### config.mk
export PLATFORM = sky130hd
export DESIGN_NAME = mul_ucode_top
export DESIGN_NICKNAME = d
export VERILOG_FILES = /design/src/rtl/ucode_pkg.sv /design/src/rtl/macro_decode.sv /design/src/rtl/ucode_rom.sv /design/src/rtl/ucode_sequencer.sv /design/src/rtl/reg_file_wb.sv /design/src/rtl/mul_ucode_top.sv
export VERILOG_INCLUDE_DIRS = /design/src /design/src/rtl
export SDC_FILE = /design/constraint.sdc
export NUM_CORES = 1
export LEC_CHECK = 0
export ABC_CLOCK_PERIOD_IN_PS = 3480
export BUFFER_PORTS_ARGS = -buffer_cell sky130_fd_sc_hd__buf_2
export CAP_MARGIN = 10
export CORE_MARGIN = 2
export CORE_UTILIZATION = 30
export CTS_CLUSTER_SIZE = 25
export DETAILED_ROUTE_END_ITERATION = 8
export PLACE_DENSITY_LB_ADDON = 0.12
export SYNTH_ARGS = -nofsm -noshare
export SYNTH_HDL_FRONTEND = slang
export SYNTH_HIERARCHICAL = 1
export SYNTH_SLANG_ARGS = --single-unit
### constraint.sdc
create_clock -name clk -period 3.48 [get_ports clk]
set_input_delay 1.044 -clock clk [delete_from_list [all_inputs] [get_ports clk]]
set_output_delay 1.044 -clock clk [all_outputs]
set_load 0.05 [all_outputs]
### src/rtl/ucode_macros.svh
// sizes of the multiply unit; the ROM depth must hold both routines and stay a power of two.
`ifndef UCODE_MACROS_SVH
`define UCODE_MACROS_SVH

// one data word, also the width of every scratch register.
`define UC_DATA_W 16

// architectural registers in the file.
`define UC_NREGS 16

// micro-instruction store depth, both routines live here.
`define UC_ROM_DEPTH 32

// micro-instruction width.
// the layout is uop, dst, src, lit, arg, reserved, value.
`define UC_INSN_W 32

`endif

### src/rtl/ucode_pkg.sv
// shared types of the multiply unit; the signed opcodes are named here but not executed.
`default_nettype none
`include "ucode_macros.svh"

package ucode_pkg;

    // micro-op codes held in the top nibble of a micro-instruction.
    typedef enum logic [3:0] {
        uop_nop  = 4'd0,
        uop_mov  = 4'd1,
        uop_add  = 4'd2,
        uop_sub  = 4'd3,
        uop_cmp  = 4'd4,
        uop_bne  = 4'd5,
        uop_b    = 4'd6,
        uop_halt = 4'd7
    } uop_t;

    // macro opcodes as they arrive on the request port.
    typedef enum logic [6:0] {
        mul_imm  = 7'b0010000,
        muls_imm = 7'b0011000,
        mul_reg  = 7'b0110000,
        muls_reg = 7'b0111000
    } macro_op_t;

    typedef enum logic [1:0] {sc_acc, sc_cnt, sc_mcand} scratch_t; // scratch register select.

    // one micro-instruction; val is the literal or the signed branch offset.
    typedef struct packed {
        uop_t                     op;
        scratch_t                 dst;
        scratch_t                 src;
        logic                     lit;  // source is val.
        logic                     arg;  // source is the held multiplier.
        logic [`UC_INSN_W-27:0]   rsvd;
        logic [15:0]              val;
    } uinsn_t;

    localparam logic [$clog2(`UC_ROM_DEPTH)-1:0] rt_mul_imm = 0;  // routine entry points.
    localparam logic [$clog2(`UC_ROM_DEPTH)-1:0] rt_mul_reg = 16;

endpackage

`default_nettype wire

### src/rtl/macro_decode.sv
// request front end; reads operands through the file's registered ports and drops a req while busy.
`timescale 1ns/1ns
`default_nettype none
`include "ucode_macros.svh"

module macro_decode (
    input  wire logic                              clk,
    input  wire logic                              rst,
    input  wire logic                              req,
    input  wire logic [6:0]                        opcode,
    input  wire logic [$clog2(`UC_NREGS)-1:0]      dest_reg,
    input  wire logic [$clog2(`UC_NREGS)-1:0]      reg1,
    input  wire logic [$clog2(`UC_NREGS)-1:0]      reg2,
    input  wire logic [`UC_DATA_W-1:0]             immediate,
    output logic      [$clog2(`UC_NREGS)-1:0]      rd_addr_a,
    output logic      [$clog2(`UC_NREGS)-1:0]      rd_addr_b,
    input  wire logic [`UC_DATA_W-1:0]             rd_data_a,
    input  wire logic [`UC_DATA_W-1:0]             rd_data_b,
    input  wire logic                              seq_done,
    output logic                                   busy,
    output logic                                   illegal,
    output logic                                   start,
    output logic      [$clog2(`UC_ROM_DEPTH)-1:0]  start_addr,
    output logic      [`UC_DATA_W-1:0]             op_a,
    output logic      [`UC_DATA_W-1:0]             op_b,
    output logic      [$clog2(`UC_NREGS)-1:0]      wb_reg
);

    logic                               legal;     // opcode is one of the two mul forms.
    logic                               is_imm;
    logic                               accept;    // req taken this cycle.
    logic                               rd_pend;   // operand read in flight.
    logic                               imm_sel;
    logic [`UC_DATA_W-1:0]              imm_q;
    logic [$clog2(`UC_ROM_DEPTH)-1:0]   addr_sel;

    assign rd_addr_a = reg1;    // file registers the address itself.
    assign rd_addr_b = reg2;
    assign accept    = req && !busy;

    always_comb begin
        legal    = 1'b1;
        is_imm   = 1'b0;
        addr_sel = ucode_pkg::rt_mul_reg;
        case (ucode_pkg::macro_op_t'(opcode))
            ucode_pkg::mul_imm: begin
                is_imm   = 1'b1;
                addr_sel = ucode_pkg::rt_mul_imm;
            end
            ucode_pkg::mul_reg: is_imm = 1'b0;
            default:            legal  = 1'b0;  // signed forms land here too.
        endcase
    end

    always_ff @(posedge clk) begin
        if (rst) begin
            busy    <= 1'b0;
            illegal <= 1'b0;
            rd_pend <= 1'b0;
            start   <= 1'b0;
        end else begin
            illegal <= accept && !legal;    // one pulse, busy stays low.
            rd_pend <= accept && legal;
            start   <= rd_pend;             // two cycles after req.
            if (accept && legal) begin
                busy <= 1'b1;
            end else if (seq_done) begin
                busy <= 1'b0;               // drops as done rises.
            end
        end
    end

    always_ff @(posedge clk) begin
        if (accept) begin
            imm_sel    <= is_imm;
            imm_q      <= immediate;
            start_addr <= addr_sel;
            wb_reg     <= dest_reg;
        end
        if (rd_pend) begin
            op_a <= rd_data_a;                          // multiplicand.
            op_b <= imm_sel ? imm_q : rd_data_b;        // multiplier.
        end
    end

endmodule

`default_nettype wire

### src/rtl/ucode_rom.sv
// microcode store with one registered read; both routines are 9 words and start at the pkg entry points.
`timescale 1ns/1ns
`default_nettype none
`include "ucode_macros.svh"

module ucode_rom (
    input  wire logic                              clk,
    input  wire logic                              rst,
    input  wire logic [$clog2(`UC_ROM_DEPTH)-1:0]  rom_addr,
    output logic      [`UC_INSN_W-1:0]             rom_insn
);

    localparam int aw = $clog2(`UC_ROM_DEPTH);

    // pack the fields of one micro-instruction.
    function automatic ucode_pkg::uinsn_t mk(
        input ucode_pkg::uop_t     op,
        input ucode_pkg::scratch_t dst,
        input ucode_pkg::scratch_t src,
        input logic                lit,
        input logic                arg,
        input logic [15:0]         val
    );
        mk.op   = op;
        mk.dst  = dst;
        mk.src  = src;
        mk.lit  = lit;
        mk.arg  = arg;
        mk.rsvd = '0;
        mk.val  = val;
    endfunction

    // word idx of the shift-free multiply loop, relative to the routine start.
    function automatic logic [`UC_INSN_W-1:0] routine_word(input logic [aw-1:0] idx);
        case (idx)
            0: routine_word = mk(ucode_pkg::uop_mov, ucode_pkg::sc_cnt, ucode_pkg::sc_acc,
                                 1'b0, 1'b1, 16'd0);            // cnt = multiplier.
            1: routine_word = mk(ucode_pkg::uop_mov, ucode_pkg::sc_acc, ucode_pkg::sc_acc,
                                 1'b1, 1'b0, 16'd0);            // acc = 0.
            2: routine_word = mk(ucode_pkg::uop_cmp, ucode_pkg::sc_cnt, ucode_pkg::sc_acc,
                                 1'b1, 1'b0, 16'd0);            // loop test.
            3: routine_word = mk(ucode_pkg::uop_bne, ucode_pkg::sc_acc, ucode_pkg::sc_acc,
                                 1'b0, 1'b0, 16'd2);            // into the body.
            4: routine_word = mk(ucode_pkg::uop_b, ucode_pkg::sc_acc, ucode_pkg::sc_acc,
                                 1'b0, 1'b0, 16'd4);            // out to halt.
            5: routine_word = mk(ucode_pkg::uop_add, ucode_pkg::sc_acc, ucode_pkg::sc_mcand,
                                 1'b0, 1'b0, 16'd0);
            6: routine_word = mk(ucode_pkg::uop_sub, ucode_pkg::sc_cnt, ucode_pkg::sc_acc,
                                 1'b1, 1'b0, 16'd1);
            7: routine_word = mk(ucode_pkg::uop_b, ucode_pkg::sc_acc, ucode_pkg::sc_acc,
                                 1'b0, 1'b0, 16'(-5));          // back to cmp.
            8: routine_word = mk(ucode_pkg::uop_halt, ucode_pkg::sc_acc, ucode_pkg::sc_acc,
                                 1'b0, 1'b0, 16'd0);
            default: routine_word = '0;                          // nop fill.
        endcase
    endfunction

    always_ff @(posedge clk) begin
        if (rst) begin
            rom_insn <= '0;
        end else if (rom_addr >= ucode_pkg::rt_mul_reg) begin
            rom_insn <= routine_word(rom_addr - ucode_pkg::rt_mul_reg);
        end else begin
            rom_insn <= routine_word(rom_addr - ucode_pkg::rt_mul_imm);
        end
    end

endmodule

`default_nettype wire

### src/rtl/ucode_sequencer.sv
// micro engine; fetch and execute take one cycle each, so a run lasts roughly ten cycles per multiplier step.
`timescale 1ns/1ns
`default_nettype none
`include "ucode_macros.svh"

module ucode_sequencer (
    input  wire logic                              clk,
    input  wire logic                              rst,
    input  wire logic                              start,
    input  wire logic [$clog2(`UC_ROM_DEPTH)-1:0]  start_addr,
    input  wire logic [`UC_DATA_W-1:0]             op_a,
    input  wire logic [`UC_DATA_W-1:0]             op_b,
    input  wire logic [$clog2(`UC_NREGS)-1:0]      wb_reg,
    output logic      [$clog2(`UC_ROM_DEPTH)-1:0]  rom_addr,
    input  wire logic [`UC_INSN_W-1:0]             rom_insn,
    output logic                                   wb_en,
    output logic      [$clog2(`UC_NREGS)-1:0]      wb_addr,
    output logic      [`UC_DATA_W-1:0]             wb_data,
    output logic                                   seq_done
);

    localparam int aw = $clog2(`UC_ROM_DEPTH);
    localparam int dw = `UC_DATA_W;

    typedef enum logic [1:0] {st_idle, st_fetch, st_exec} state_t;

    state_t             state;
    ucode_pkg::uinsn_t  insn;
    logic [aw-1:0]      pc;
    logic [aw-1:0]      next_pc;
    logic [dw-1:0]      acc;
    logic [dw-1:0]      cnt;
    logic [dw-1:0]      mcand;
    logic [dw-1:0]      mplier;     // op_b held for the first mov.
    logic [dw-1:0]      dst_val;
    logic [dw-1:0]      src_val;
    logic [dw-1:0]      res;
    logic               zero;       // set by cmp.
    logic               wr;

    assign insn     = rom_insn;
    assign rom_addr = pc;
    assign wb_data  = acc;

    always_comb begin
        case (insn.dst)
            ucode_pkg::sc_acc: dst_val = acc;
            ucode_pkg::sc_cnt: dst_val = cnt;
            default:           dst_val = mcand;
        endcase
        if (insn.arg) begin
            src_val = mplier;
        end else if (insn.lit) begin
            src_val = dw'(insn.val);
        end else begin
            case (insn.src)
                ucode_pkg::sc_acc: src_val = acc;
                ucode_pkg::sc_cnt: src_val = cnt;
                default:           src_val = mcand;
            endcase
        end
        case (insn.op)
            ucode_pkg::uop_add: res = dst_val + src_val;
            ucode_pkg::uop_sub: res = dst_val - src_val;
            default:            res = src_val;          // mov.
        endcase
        wr = insn.op inside {ucode_pkg::uop_mov, ucode_pkg::uop_add, ucode_pkg::uop_sub};
        if (insn.op == ucode_pkg::uop_b || (insn.op == ucode_pkg::uop_bne && !zero)) begin
            next_pc = pc + aw'(insn.val);               // relative, wraps in the ROM.
        end else begin
            next_pc = pc + 1'b1;
        end
    end

    always_ff @(posedge clk) begin
        if (rst) begin
            state    <= st_idle;
            pc       <= '0;
            zero     <= 1'b0;
            wb_en    <= 1'b0;
            seq_done <= 1'b0;
        end else begin
            wb_en    <= 1'b0;
            seq_done <= 1'b0;
            case (state)
                st_idle: if (start) begin
                    state <= st_fetch;
                    pc    <= start_addr;
                end
                st_fetch: state <= st_exec;             // ROM read in flight.
                default: begin
                    state <= st_fetch;
                    pc    <= next_pc;
                    if (insn.op == ucode_pkg::uop_cmp) zero <= (dst_val == src_val);
                    if (insn.op == ucode_pkg::uop_halt) begin
                        state    <= st_idle;
                        wb_en    <= 1'b1;
                        seq_done <= 1'b1;
                    end
                end
            endcase
        end
    end

    always_ff @(posedge clk) begin
        if (state == st_idle && start) begin
            mcand   <= op_a;
            mplier  <= op_b;
            wb_addr <= wb_reg;
        end else if (state == st_exec && wr) begin
            case (insn.dst)
                ucode_pkg::sc_acc: acc   <= res;
                ucode_pkg::sc_cnt: cnt   <= res;
                default:           mcand <= res;
            endcase
        end
    end

endmodule

`default_nettype wire

### src/rtl/reg_file_wb.sv
// register file; reads are registered and see no bypass, a writeback beats a load to the same register.
`timescale 1ns/1ns
`default_nettype none
`include "ucode_macros.svh"

module reg_file_wb (
    input  wire logic                          clk,
    input  wire logic                          rst,
    input  wire logic                          load,
    input  wire logic [$clog2(`UC_NREGS)-1:0]  load_reg,
    input  wire logic [`UC_DATA_W-1:0]         load_data,
    input  wire logic                          wb_en,
    input  wire logic [$clog2(`UC_NREGS)-1:0]  wb_reg,
    input  wire logic [`UC_DATA_W-1:0]         wb_data,
    input  wire logic [$clog2(`UC_NREGS)-1:0]  rd_addr_a,
    input  wire logic [$clog2(`UC_NREGS)-1:0]  rd_addr_b,
    output logic      [`UC_DATA_W-1:0]         rd_data_a,
    output logic      [`UC_DATA_W-1:0]         rd_data_b,
    output logic                               done,
    output logic      [$clog2(`UC_NREGS)-1:0]  result_reg,
    output logic      [`UC_DATA_W-1:0]         result_data
);

    logic [`UC_DATA_W-1:0] regs [`UC_NREGS];

    always_ff @(posedge clk) begin
        if (rst) begin
            for (int i = 0; i < `UC_NREGS; i++) begin
                regs[i] <= '0;                      // all registers read zero after reset.
            end
            done        <= 1'b0;
            result_reg  <= '0;
            result_data <= '0;
        end else begin
            if (load) regs[load_reg] <= load_data;
            if (wb_en) begin
                regs[wb_reg] <= wb_data;            // later assignment wins.
                result_reg   <= wb_reg;
                result_data  <= wb_data;
            end
            done <= wb_en;                          // echo of the write.
        end
    end

    // read ports, one cycle from address to data.
    always_ff @(posedge clk) begin
        rd_data_a <= regs[rd_addr_a];
        rd_data_b <= regs[rd_addr_b];
    end

endmodule

`default_nettype wire

### src/rtl/mul_ucode_top.sv
// microcoded multiply unit; one request at a time, the product is truncated to one data word.
`timescale 1ns/1ns
`default_nettype none
`include "ucode_macros.svh"

module mul_ucode_top (
    input  wire logic                          clk,
    input  wire logic                          rst,
    input  wire logic                          req,
    input  wire logic [6:0]                    opcode,
    input  wire logic [$clog2(`UC_NREGS)-1:0]  dest_reg,
    input  wire logic [$clog2(`UC_NREGS)-1:0]  reg1,
    input  wire logic [$clog2(`UC_NREGS)-1:0]  reg2,
    input  wire logic [`UC_DATA_W-1:0]         immediate,
    input  wire logic                          load,
    input  wire logic [$clog2(`UC_NREGS)-1:0]  load_reg,
    input  wire logic [`UC_DATA_W-1:0]         load_data,
    output logic                               busy,
    output logic                               illegal,
    output logic                               done,
    output logic      [$clog2(`UC_NREGS)-1:0]  result_reg,
    output logic      [`UC_DATA_W-1:0]         result_data
);

    logic [$clog2(`UC_NREGS)-1:0]     rd_addr_a;
    logic [$clog2(`UC_NREGS)-1:0]     rd_addr_b;
    logic [`UC_DATA_W-1:0]            rd_data_a;
    logic [`UC_DATA_W-1:0]            rd_data_b;
    logic                             start;
    logic [$clog2(`UC_ROM_DEPTH)-1:0] start_addr;
    logic [`UC_DATA_W-1:0]            op_a;
    logic [`UC_DATA_W-1:0]            op_b;
    logic [$clog2(`UC_NREGS)-1:0]     dec_wb_reg;   // destination from decode.
    logic [$clog2(`UC_ROM_DEPTH)-1:0] rom_addr;
    logic [`UC_INSN_W-1:0]            rom_insn;
    logic                             seq_done;
    logic                             wb_en;
    logic [$clog2(`UC_NREGS)-1:0]     wb_reg;       // destination held by the sequencer.
    logic [`UC_DATA_W-1:0]            wb_data;

    macro_decode macro_decode_i (
        .clk, .rst, .req, .opcode, .dest_reg, .reg1, .reg2, .immediate,
        .rd_addr_a, .rd_addr_b, .rd_data_a, .rd_data_b, .seq_done,
        .busy, .illegal, .start, .start_addr, .op_a, .op_b, .wb_reg(dec_wb_reg)
    );

    ucode_rom ucode_rom_i (.clk, .rst, .rom_addr, .rom_insn);

    ucode_sequencer ucode_sequencer_i (
        .clk, .rst, .start, .start_addr, .op_a, .op_b, .wb_reg(dec_wb_reg),
        .rom_addr, .rom_insn, .wb_en, .wb_addr(wb_reg), .wb_data, .seq_done
    );

    reg_file_wb reg_file_wb_i (
        .clk, .rst, .load, .load_reg, .load_data, .wb_en, .wb_reg, .wb_data,
        .rd_addr_a, .rd_addr_b, .rd_data_a, .rd_data_b,
        .done, .result_reg, .result_data
    );

endmodule

`default_nettype wire

# Word-level counts from Yosys, hierarchy flattened

Memory sizes are Yosys's and may differ from the RTL's. A register that Yosys moved wholly into a read port is not among the register bits.
Index checks and enable logic that the tools add are counted.

$add $sub $neg: 5
Magnitude comparators: 1
Equality and inequality tests: 16
Multiplexer cells: 40
Bitwise gates (word level): 3
Reduce and logical (&&, ||, !) cells: 27

Operator list:

| operator                                                               | count |
|---|---|
| 16-bit 2-to-1 mux                                                      | 8 |
| 32-bit 2-to-1 mux                                                      | 3 |
| 16-bit case mux with 2 select lines                                    | 3 |
| 16-bit OR reduction                                                    | 2 |
| 16-bit adder                                                           | 1 |
| 16-bit equality test                                                   | 1 |
| 4-bit by 3-bit equality test with 1-bit output (second input constant) | 4 |
| 1-bit 2-to-1 mux                                                       | 16 |
| 4-bit 2-to-1 mux                                                       | 4 |
| 16-bit subtractor                                                      | 1 |
| 5-bit 2-to-1 mux                                                       | 3 |
| 5-bit case mux with 2 select lines                                     | 1 |
| 4-bit by 2-bit equality test with 1-bit output (second input constant) | 2 |
| 7-bit by 5-bit equality test with 1-bit output (second input constant) | 1 |
| 7-bit by 6-bit equality test with 1-bit output (second input constant) | 1 |
| 2-bit by 1-bit equality test with 1-bit output (second input constant) | 3 |
| 1-bit logical AND                                                      | 6 |
| 2-bit logical NOT                                                      | 3 |
| 2-bit AND reduction                                                    | 3 |
| 3-bit AND reduction                                                    | 2 |
| 2-bit OR reduction                                                     | 3 |
| 5-bit by 1-bit adder with 5-bit output (second input constant)         | 1 |
| 5-bit adder                                                            | 1 |
| 5-bit greater-or-equal comparator (second input constant)              | 1 |
| other kinds (13)                                                       | 18 |

Bits in registers: 192
RAM bits: 256
Memory bits (read-only): 736
Input bits: 59
Output and inout port bits: 23
Memories: 3

Memory list:

| memory             | depth | bits a word | read ports | clocked after Yosys merged registers in | write ports | RTL line          | RTL |
|---|---|---|---|---|---|---|---|
| (no name shown)    | 16    | 23          | 1          | 0                                       | 0           | ucode_rom.sv:35   | `case (idx)` |
| (no name shown)    | 16    | 23          | 1          | 1                                       | 0           | ucode_rom.sv:35   |  |
| reg_file_wb_i.regs | 16    | 16          | 2          | 2                                       | 16          | reg_file_wb.sv:24 | `` logic [`UC_DATA_W-1:0] regs [`UC_NREGS]; `` |

# Longest topological paths before layout

Gate-level depths: netlist (run 1).

Depth after elaboration: 9
Mapped depth: 18

# Hierarchy

Netlist (run 1), hierarchy kept.

Modules (own cells, without submodules):

| module          | times used | cells each | area an instance (µm²) |
|---|---|---|---|
| reg_file_wb     | 1          | 1078       | 16155.5 |
| ucode_sequencer | 1          | 603        | 5644.2 |
| macro_decode    | 1          | 100        | 2084.5 |
| ucode_rom       | 1          | 65         | 613.1 |

# Worst setup path before layout (run 1)

Ideal clock, no wire load.

Path type: register to register
Start: register ucode_rom_i.rom_insn[26]
End: register ucode_sequencer_i.cnt[13], data pin
Arrival time: 3186 ps
Required time: 3210 ps
Slack: 24 ps
Stages on the path, launching flop included: 13
Buffers on the path: 2
Clock period less this slack: 3456 ps
Cells stage by stage: dfxtp_1 -> buf_2 -> buf_1 -> mux2i_1 -> o21ai_0 -> ha_1 -> nor2_1 -> o21ai_1 -> a2111o_1 -> a2111oi_2 -> o41ai_1 -> xnor2_1 -> o21ai_1

Cells in the longest elaborated chain, start to end: 4
Elaborated cells between the ends (all ways): 6
Those cells by class: add/sub (2); eq/ne (1); mux (2); reduce/logical (1)

RTL lines:

| what                                                                                       | RTL line                                     | RTL |
|---|---|---|
| start, declared                                                                            | ucode_rom.sv:10                              | `` output logic [`UC_INSN_W-1:0] rom_insn `` |
| start signal, assigned                                                                     | ucode_rom.sv:62                              | `rom_insn <= routine_word(rom_addr - ucode_pkg::rt_mul_reg);` |
| start signal, assigned                                                                     | ucode_rom.sv:64                              | `rom_insn <= routine_word(rom_addr - ucode_pkg::rt_mul_imm);` |
| 2-bit by 1-bit equality test with 1-bit output / 2-bit logical NOT (equally long branches) | ucode_sequencer.sv:46                        | `case (insn.dst)` |
| 16-bit case mux with 2 select lines (*)                                                    | ucode_sequencer.sv:46                        |  |
| 16-bit subtractor / 16-bit adder (equally long branches)                                   | ucode_sequencer.sv:64, ucode_sequencer.sv:63 |  |
| 16-bit case mux with 2 select lines (*)                                                    | ucode_sequencer.sv:62                        | `case (insn.op)` |
| via ucode_sequencer_i.res[13]                                                              | ucode_sequencer.sv:37                        | `logic [dw-1:0] res;` |
| end signal, assigned                                                                       | ucode_sequencer.sv:113                       | `ucode_pkg::sc_cnt: cnt <= res;` |
| end, declared                                                                              | ucode_sequencer.sv:32                        | `logic [dw-1:0] cnt;` |

The timed path passes the listed nets; every way through them passes the cells marked *.
A chain may end at the register's enable or synchronous reset.

# Final worst setup path (run 1)

Start: register ucode_rom_i.rom_insn[25]
End: register ucode_sequencer_i.mcand[14], data pin

Cells in the longest elaborated chain, start to end: 9
Elaborated cells between the ends (all ways): 11
Those cells by class: add/sub (2); eq/ne (1); mux (7); reduce/logical (1)

RTL lines:

| what                                                                                       | RTL line                                     | RTL |
|---|---|---|
| 2-bit by 1-bit equality test with 1-bit output / 2-bit logical NOT (equally long branches) | ucode_sequencer.sv:56                        | `case (insn.src)` |
| 16-bit case mux with 2 select lines (*)                                                    | ucode_sequencer.sv:56                        |  |
| 16-bit 2-to-1 mux (*)                                                                      | ucode_sequencer.sv:53                        | `end else if (insn.lit) begin` |
| 16-bit 2-to-1 mux (*)                                                                      | ucode_sequencer.sv:51                        | `if (insn.arg) begin` |
| 16-bit subtractor / 16-bit adder (equally long branches)                                   | ucode_sequencer.sv:64, ucode_sequencer.sv:63 |  |
| 16-bit case mux with 2 select lines (*)                                                    | ucode_sequencer.sv:62                        |  |
| 16-bit 2-to-1 mux (*)                                                                      | ucode_sequencer.sv:111                       | `case (insn.dst)` |
| 16-bit 2-to-1 mux (*)                                                                      | ucode_sequencer.sv:110                       | `end else if (state == st_exec && wr) begin` |
| 16-bit 2-to-1 mux (*)                                                                      | ucode_sequencer.sv:106                       | `if (state == st_idle && start) begin` |
| end signal, assigned                                                                       | ucode_sequencer.sv:107                       | `mcand <= op_a;` |
| end signal, assigned                                                                       | ucode_sequencer.sv:114                       | `default: mcand <= res;` |
| end, declared                                                                              | ucode_sequencer.sv:33                        | `logic [dw-1:0] mcand;` |

Every way passes the cells marked *; elsewhere a longest branch is shown, timed or not. The select of a mux whose other input is x is not followed.

==> results of run 1 <==
[metrics by stage]
| step | instances | utilization | total power, W | setup WS (ps) |
|---|---|---|---|---|
| 6_report | 3008 | 0.3536 | 0.01348 | 188.0 |
| 5_1_grt | 3008 | 0.3536 | 0.01399 | -33.78 |
| 4_1_cts | 3001 | 0.3503 | 0.01359 | 2.510 |
| 3_5_place_dp | 2900 | 0.3274 | 0.007698 | -208.8 |
| 3_3_place_gp | 2900 | 0.3274 | 0.007677 | -191.9 |
| 2_1_floorplan | 1833 | - | 0.007193 | 24.39 |
[cell usage in the layout (no fill, tap or decap), types with 9 or more instances in the layout]
master     instances
xnor2_1           12
inv_1             34
o21ai_0           37
buf_4            150
a22o_1           256
nor2b_1           21
mux2_2            22
mux4_2           128
or3_1             19
edfxtp_1         377
clkbuf_1          19
nor2_1            86
buf_2             79
a211oi_1          11
nand2_1          104
ha_1              30
and2_1            10
nand2b_1          12
a21oi_1           35
a211oi_2          11
a22oi_1           67
nor3_1            14
mux2i_1           67
o21ai_1           22
dfxtp_1           73
buf_12             9
clkbuf_16         53
[layer usage]
| layer | share of wire | global-route usage |
|---|---|---|
| met3 | 0.053 | 0.02724 |
| met1 | 0.44 | 0.2571 |
| met5 | 0.00016 | 0 |
| met4 | 0.025 | 0.05258 |
| met2 | 0.48 | 0.3188 |
[layout make-up]
cell class / count / area, um2 / area share
multi-input combinational: 1114 / 10580 / 0.3719
inverter: 40 / 150.1 / 0.005280
clock buffer: 78 / 1480 / 0.05205
sequential: 453 / 12850 / 0.4518
timing repair buffer: 240 / 1724 / 0.06063
antenna: 1 / 2.502 / 0.00008799
tap: 1060 / 1326 / 0.04664
clock inverter: 22 / 331.6 / 0.01166
[power groups by stage]
stage                     Clock (W)  Combinational [W]  Sequential, W
after floorplan                   0           0.000891        0.00630
after global placement            0            0.00134        0.00633
after detailed placement          0            0.00134        0.00635
after CTS                   0.00599            0.00136        0.00624
after global routing        0.00621            0.00151        0.00627
final                       0.00583            0.00140        0.00624
[worst register-to-register path, delay by kind of cell (launching register included)]
| family | cells | cell delay [ps] |
|---|---|---|
| buf+inv | 3 | 460 |
| simple gates | 1 | 300 |
| fa+ha+maj | 1 | 340 |
| flops | 1 | 370 |
| xor+xnor | 1 | 160 |
| compound gates | 7 | 1470 |
[repair_timing]
action	in CTS	in global routing
gates resized for setup	10	63
setup buffers	1	6
endpoints found under the setup margin	12	25
hold buffers	0	0
pin swaps	1	23
[path summary, 6_finish.rpt]
path / startpoint / end / cells past startpoint
max: ucode_rom_i/rom_insn[25] / ucode_sequencer_i/mcand[14] / 13
min: reg_file_wb_i/rd_data_a[6] / macro_decode_i/op_a[6] / 0
max reg2reg: ucode_rom_i/rom_insn[25] / ucode_sequencer_i/mcand[14] / 13
min reg2reg: reg_file_wb_i/rd_data_a[6] / macro_decode_i/op_a[6] / 0
==> flow_metrics.env, run 1 <==
export IMPL_critPathArrivalTime_ps=3720
export IMPL_cts_root_buf="clkbuf_16"
export IMPL_port_buffers=81
export IMPL_grt_pass1_vias=17130
export IMPL_rows=104
export IMPL_vdd_drop_max_uv=350.4
export IMPL_cp_end_kind="register"
export IMPL_core_area_mm2=0.08042
export IMPL_top_register="reg_file_wb_i/regs"
export IMPL_grt_max_degree=50
export IMPL_setup_violations_final=0
export IMPL_cellPowerDensity_mw_per_mm2=473.8
export IMPL_post_drt_wl_per_cell_um=26.29
export IMPL_cp_num_buf_inv=3
export IMPL_placed_cell_area_mm2=0.02633
export IMPL_finish_instance_area_mm2=0.02844
export IMPL_final_min_period_over_clock_period=0.9460
export IMPL_clock_path_buffers=3
export IMPL_largest_reg_flops=256
export IMPL_min_period_ps=3292
export IMPL_hold_viol=0
export IMPL_ios=82
export IMPL_cp_cell_sequence="buf_4, buf_12, or2_2, a21oi_1, a21oi_1, o21ai_1, buf_4, ha_2, o311ai_2, a22oi_2, a221oi_2, xnor2_2, a221oi_2"
export IMPL_p_comb_frac=0.104
export IMPL_fin_nets=2004
export IMPL_cp_slowest_cell="o311ai_2"
export IMPL_max_cap_viol_count=0
export IMPL_grt_first_pass_wirelength_mm=117.5
export IMPL_dr_first_iter_drc_count=1221
export IMPL_antenna_found_initial=4
export IMPL_cts_tree="built"
export IMPL_drv_slew=0
export IMPL_critPathMaxFanout=22
export IMPL_seqPwrFrac=0.463
export IMPL_start_util=0.3026
export IMPL_synth_area_per_cell_um2=13.31
export IMPL_numCtsBuffers=53
export IMPL_gp_congestion=0.8495
export IMPL_hold_class="register to register"
export IMPL_p_int_w=0.01022
export IMPL_grt_overflow=0
export IMPL_required_ps=3910
export IMPL_synth_cells=1828
export IMPL_syn2layout_area_growth_pct=16.85
export IMPL_dieWidth_um=288.8
export IMPL_timing_slew_headroom=0.2052
export IMPL_wl_mm=79.09
export IMPL_cts_sinks=453
export IMPL_p_switching_w=0.003251
export IMPL_via_per_inst=5.441
export IMPL_die_height_um=288.8
export IMPL_tns_ps=0
export IMPL_design_die_area_mm2=0.08342
export IMPL_whs_ps=396.5
export IMPL_yosys_warnings=6
export IMPL_clkPwrFrac=0.433
export IMPL_clock_skew_final_ps=52.75
export IMPL_start_kind="register"
export IMPL_switching_share=0.2413
export IMPL_clkLatencyLatePin_ps=650
export IMPL_slowest_delay_ps=390
export IMPL_netlist_area_mm2=0.02434
export IMPL_p_leak_nw=10.05
export IMPL_drtPass1Iterations=5
export IMPL_vias=16370
export IMPL_fillCellCount=7919
export IMPL_grt_total_usage=0.1902
export IMPL_dp_hpwl_mm=54.85
export IMPL_reg2reg_slack_ps=190
export IMPL_crit_family="compound AO/OA/AOI/OAI gates"
export IMPL_ant_nets=0
export IMPL_outcome="finished clean"
export IMPL_clkTransAtPathRegs_ps=60
export IMPL_drc=0
export IMPL_htree_levels=2
export IMPL_max_freq_ghz=0.3038
export IMPL_worstMarginPinSlew_ps=1192
export IMPL_crit_type="register to register"
export IMPL_drive_gt1_frac=0.2871
No activity file was read; power rests on OpenSTA's default activity.
==> run 2, diff against run 1 <==
Settings changed: CORE_UTILIZATION 30 to 35.
==> flow_metrics.env, run 2 (synthesized netlist as in run 1, its figures left out) <==
export IMPL_gp_congestion=0.8750
export IMPL_max_freq_ghz=0.2957
export IMPL_use_met3=0.02731
export IMPL_via_per_inst=5.727
export IMPL_drive_gt1_frac=0.2906
export IMPL_antenna_found_initial=7
export IMPL_start_kind="register"
export IMPL_crit_start="ucode_rom_i/rom_insn[25]"
export IMPL_setup_violations_final=0
export IMPL_grt_total_usage=0.2091
export IMPL_ctsHoldBuffers=0
export IMPL_core_area_mm2=0.06871
export IMPL_cts_tree="built"
export IMPL_p_leak_nw=10.07
export IMPL_critPathMaxFanout=7
export IMPL_drv_slew=0
export IMPL_reg2reg_from="ucode_rom_i/rom_insn[25]"
export IMPL_worstMarginPinSlew_ps=925.6
export IMPL_dp_hpwl_mm=51.74
export IMPL_hold_viol=0
export IMPL_clock_skew_final_ps=17.28
export IMPL_grt_overflow=0
export IMPL_clkLatencyLatePin_ps=610
export IMPL_busiest_layer="met2"
export IMPL_dieWidth_um=267.7
export IMPL_most_common_layout_cells="377 x edfxtp_1, 256 x a22o_1, 153 x buf_4, 128 x mux4_2, 104 x nand2_1"
export IMPL_hold_path_startpoint="reg_file_wb_i/rd_data_a[1]"
export IMPL_vias=16520
export IMPL_largest_reg_flops=256
export IMPL_grt_first_pass_wirelength_mm=110.5
export IMPL_cts_root_buf="clkbuf_16"
export IMPL_dp_slack_ps=-73.77
export IMPL_outcome="finished clean"
export IMPL_crit_type="register to register"
export IMPL_timing_slew_headroom=0.3815
export IMPL_die_height_um=267.7
export IMPL_rows=96
export IMPL_drtPass1Iterations=5
export IMPL_placed_cell_area_mm2=0.02618
export IMPL_ios=82
export IMPL_dr_first_iter_drc_count=1276
export IMPL_numCtsBuffers=53
export IMPL_tns_ps=0
export IMPL_wl_mm=75.51
export IMPL_clkTransAtPathRegs_ps=60
export IMPL_max_cap_viol_count=0
export IMPL_top_register="reg_file_wb_i/regs"
export IMPL_fin_nets=2009
export IMPL_clock_path_buffers=3
export IMPL_vdd_drop_max_uv=338.3
export IMPL_finish_instance_area_mm2=0.02829
export IMPL_fillCellCount=6434
export IMPL_design_die_area_mm2=0.07166
export IMPL_cp_end_kind="register"
export IMPL_min_period_ps=3382
export IMPL_port_buffers=81
export IMPL_rsz0062_at_grt="true"
export IMPL_cts_sinks=453
export IMPL_cellPowerDensity_mw_per_mm2=468.3
export IMPL_fin_ws_ps=97.69
export IMPL_post_drt_wl_per_cell_um=26.18
export IMPL_ant_nets=0
export IMPL_grt_max_degree=46
export IMPL_htree_levels=2
export IMPL_grt_use_met1=0.2740
export IMPL_reg2reg_slack_ps=100
export IMPL_hold_class="register to register"
export IMPL_critPathArrivalTime_ps=3700
export IMPL_syn2layout_area_growth_pct=16.26
export IMPL_drc=0
export IMPL_grt_pass1_vias=16760
export IMPL_final_common_cell="edfxtp_1"
export IMPL_required_ps=3800
export IMPL_use_met2=0.3618
export IMPL_final_min_period_over_clock_period=0.9719
export IMPL_start_util=0.3542
[run 2: stage by stage]
step	power, W	hold WS, ps	instances	utilization
CTS	0.01335	402.0	2871	0.4066
global route	0.01370	406.3	2884	0.4118
finish	0.01325	401.1	2884	0.4118
floorplan	0.007193	385.5	1833	-
global placement	0.007665	388.9	2772	0.3810
detailed placement	0.007686	388.7	2772	0.3810
[run 2: metal layers]
layer,vias up,wire length (um)
met5,-,13
li1,7368,-
met3,122,3581
met1,8531,32180
met2,493,37920
met4,2,1810
[run 2: cell type report]
| cell class | count | area (um2) | share of cell area |
|---|---|---|---|
| diodes | 2 | 5.005 | 0.0001769 |
| clock buffers | 66 | 1428 | 0.05046 |
| clock inverters | 33 | 317.8 | 0.01123 |
| inverters | 40 | 150.1 | 0.005306 |
| multi-input cells | 1114 | 10590 | 0.3744 |
| flip-flops and latches | 453 | 12850 | 0.4541 |
| well taps | 931 | 1165 | 0.04117 |
| repair buffers | 245 | 1787 | 0.06315 |
[run 2: final timing paths]
check | endpoint | depth (start not counted)
max | ucode_sequencer_i/wb_data[13] | 15
min | macro_decode_i/op_a[1] | 0
max reg2reg | ucode_sequencer_i/wb_data[13] | 15
min reg2reg | macro_decode_i/op_a[1] | 0
[run 2: worst max-delay path: stages, from the launching register on]
cell and delay, ps:
dfxtp_4 380, buf_12 150, buf_8 130, a21oi_2 120
o211ai_1 80, o21ai_1 110, inv_1 100, ha_4 260
nor3b_4 240, nor3_4 60, a2111o_1 520, a2111oi_4 410
o41ai_2 140, xnor2_1 180, buf_4 150, o21ai_2 50
[run 2: timing repair]
| action | CTS | global route |
|---|---|---|
| buffers inserted | 0 | 10 |
| setup endpoints to repair | 19 | 28 |
| pin swaps | 1 | 22 |
| gates resized for setup | 6 | 73 |
| hold endpoints to repair | 0 | 0 |
| gates cloned | 0 | 1 |
[run 2: report_power, final]
| group | internal [W] | switching [W] |
|---|---|---|
| clock network | 0.00335 | 0.00227 |
| registers | 0.00613 | 0.000106 |
| logic | 0.000617 | 0.000782 |
==> run 3, diff against run 2 <==
Settings changed: CTS_CLUSTER_DIAMETER set to 80, RECOVER_POWER set to 25, SKIP_LAST_GASP set to 1.
==> flow_metrics.env, run 3 (synthesized netlist as in run 1, its figures left out) <==
export IMPL_crit_type="register to register"
export IMPL_switching_share=0.2639
export IMPL_drtPass1Iterations=4
export IMPL_core_area_mm2=0.06871
export IMPL_grt_pass1_vias=16610
export IMPL_max_freq_ghz=0.2980
export IMPL_critPathArrivalTime_ps=3730
export IMPL_p_switching_w=0.003107
export IMPL_cellPowerDensity_mw_per_mm2=426.9
export IMPL_p_comb_frac=0.118
export IMPL_crit_family="compound AO/OA/AOI/OAI gates"
export IMPL_clkLatencyLatePin_ps=630
export IMPL_ant_nets=0
export IMPL_hold_class="register to register"
export IMPL_drive_gt1_frac=0.2722
export IMPL_hold_viol=0
export IMPL_drc=0
export IMPL_ctsHoldBuffers=0
export IMPL_max_cap_viol_count=2
export IMPL_start_kind="register"
export IMPL_grt_total_usage=0.2066
export IMPL_worstMarginPinSlew_ps=2454
export IMPL_gp_congestion=0.8750
export IMPL_cp_cell_sequence="buf_12, nor2_2, a21oi_2, o211ai_1, o21ai_1, inv_1, ha_4, buf_4, buf_4, nor3_1, o21ai_2, a31oi_1, o221ai_1, xnor2_1, mux2i_1, mux2_2"
export IMPL_critPathMaxFanout=7
export IMPL_slowest_delay_ps=410
export IMPL_violations="capacitance limit, slew limit"
export IMPL_min_period_ps=3355
export IMPL_dp_hpwl_mm=51.74
export IMPL_cts_tree="built"
export IMPL_tns_ps=0
export IMPL_largest_reg_flops=256
export IMPL_use_met2=0.3621
export IMPL_required_ps=3860
export IMPL_top_register="reg_file_wb_i/regs"
export IMPL_dieWidth_um=267.7
export IMPL_numCtsBuffers=31
export IMPL_rsz0062_at_grt="true"
export IMPL_dr_first_iter_drc_count=1205
export IMPL_cp_end_kind="register"
export IMPL_p_leak_nw=9.687
export IMPL_clkTransAtPathRegs_ps=100
export IMPL_multi_input_area_mm2=0.01054
export IMPL_vias=16270
export IMPL_cp_slowest_cell="dfxtp_4"
export IMPL_rows=96
export IMPL_p_int_w=0.008664
export IMPL_drv_slew=25
export IMPL_antenna_found_initial=7
export IMPL_cts_root_buf="clkbuf_16"
export IMPL_seq_area_mm2=0.01285
export IMPL_seqPwrFrac=0.529
export IMPL_finish_instance_area_mm2=0.02757
export IMPL_fillCellCount=6473
export IMPL_final_common_cell="edfxtp_1"
export IMPL_via_per_inst=5.728
export IMPL_placed_cell_area_mm2=0.02618
export IMPL_crit_path_frequent_cell="buf_4"
export IMPL_port_buffers=81
export IMPL_syn2layout_area_growth_pct=13.29
export IMPL_wl_mm=74.92
export IMPL_clock_path_buffers=3
export IMPL_cts_sinks=453
export IMPL_grt_overflow=0
export IMPL_post_drt_wl_per_cell_um=26.38
export IMPL_most_common_layout_cells="377 x edfxtp_1, 256 x a22o_1, 141 x buf_4, 128 x mux4_2, 104 x nand2_1"
export IMPL_htree_levels=1
export IMPL_die_height_um=267.7
export IMPL_clkPwrFrac=0.353
export IMPL_setup_violations_final=0
export IMPL_outcome="finished, violations left"
export IMPL_final_min_period_over_clock_period=0.9642
export IMPL_clock_skew_final_ps=22.89
export IMPL_timing_slew_headroom=-0.6393
export IMPL_fin_nets=1984
export IMPL_busiest_layer="met2"
export IMPL_grt_use_met1=0.2741
export IMPL_ios=82
export IMPL_design_die_area_mm2=0.07166
export IMPL_vdd_drop_max_uv=420.9
export IMPL_grt_first_pass_wirelength_mm=109.5
export IMPL_grt_max_degree=46
export IMPL_cp_num_buf_inv=4
export IMPL_use_met3=0.02106
export IMPL_start_util=0.3542
-- run 3: cell types whose count changed in the layout (fill, tap and decap cells not counted), sizes merged --
cell    change
clkinv     -11
clkbuf     -16
inv         +8
buf        -21
bufinv      -4
-- run 3: repair_timing --
| item | 4_1_cts | 5_1_grt |
|---|---|---|
| pin swaps | 2 | 22 |
| gates resized for setup | 4 | 69 |
| buffers inserted | 0 | 6 |
| cloned | 0 | 2 |
| endpoints found under the setup margin | 19 | 29 |
-- run 3: worst paths after layout --
check	start	end	slack, ps	cells past startpoint
max	ucode_rom_i/rom_insn[25]	ucode_sequencer_i/mcand[8]	120	16
min	reg_file_wb_i/rd_data_a[3]	macro_decode_i/op_a[3]	400	0
max reg2reg	ucode_rom_i/rom_insn[25]	ucode_sequencer_i/mcand[8]	120	16
min reg2reg	reg_file_wb_i/rd_data_a[3]	macro_decode_i/op_a[3]	400	0
-- run 3: worst register-to-register path: stages, from the launching register on --
cell and delay, ps:
dfxtp_4 410, buf_12 160, nor2_2 110, a21oi_2 40
o211ai_1 160, o21ai_1 110, inv_1 100, ha_4 230
buf_4 140, buf_4 130, nor3_1 280, o21ai_2 140
a31oi_1 200, o221ai_1 170, xnor2_1 260, mux2i_1 170
mux2_2 310
-- run 3: power groups by stage --
| stage | registers, W | logic, W | clock network, W |
|---|---|---|---|
| after floorplan | 0.00630 | 0.000891 | 0 |
| after global placement | 0.00633 | 0.00133 | 0 |
| after detailed placement | 0.00635 | 0.00134 | 0 |
| after CTS | 0.00622 | 0.00134 | 0.00428 |
| after global routing | 0.00625 | 0.00149 | 0.00444 |
| final | 0.00622 | 0.00139 | 0.00415 |
-- run 3: stage by stage --
| step | utilization | setup WS [ps] | hold WS, ps | total power (W) | std cells |
|---|---|---|---|---|---|
| 3_3_place_gp | 0.3810 | -111.7 | 388.9 | 0.007665 | 2772 |
| 2_1_floorplan | - | 24.39 | 385.5 | 0.007193 | 1833 |
| 5_1_grt | 0.4013 | -73.38 | 416.0 | 0.01219 | 2840 |
| 4_1_cts | 0.3979 | 2.398 | 401.8 | 0.01185 | 2830 |
| 3_5_place_dp | 0.3810 | -73.77 | 388.7 | 0.007686 | 2772 |
| 6_report | 0.4013 | 124.7 | 397.4 | 0.01177 | 2840 |
-- run 3: cell type report --
class,count,area share
well taps,931,0.04225
multi-input cells,1114,0.3822
flip-flops and latches,453,0.4660
clock buffers,32,0.02827
inverters,40,0.005445
clock inverters,26,0.01334
repair buffers,242,0.06235
diodes,2,0.0001815
-- run 3: routing by layer --
metal / up-vias / part of all wire
met4: 2 / 0.021
met5: - / 0.00024
li1: 7301 / -
met2: 470 / 0.50
met1: 8403 / 0.43
met3: 92 / 0.048
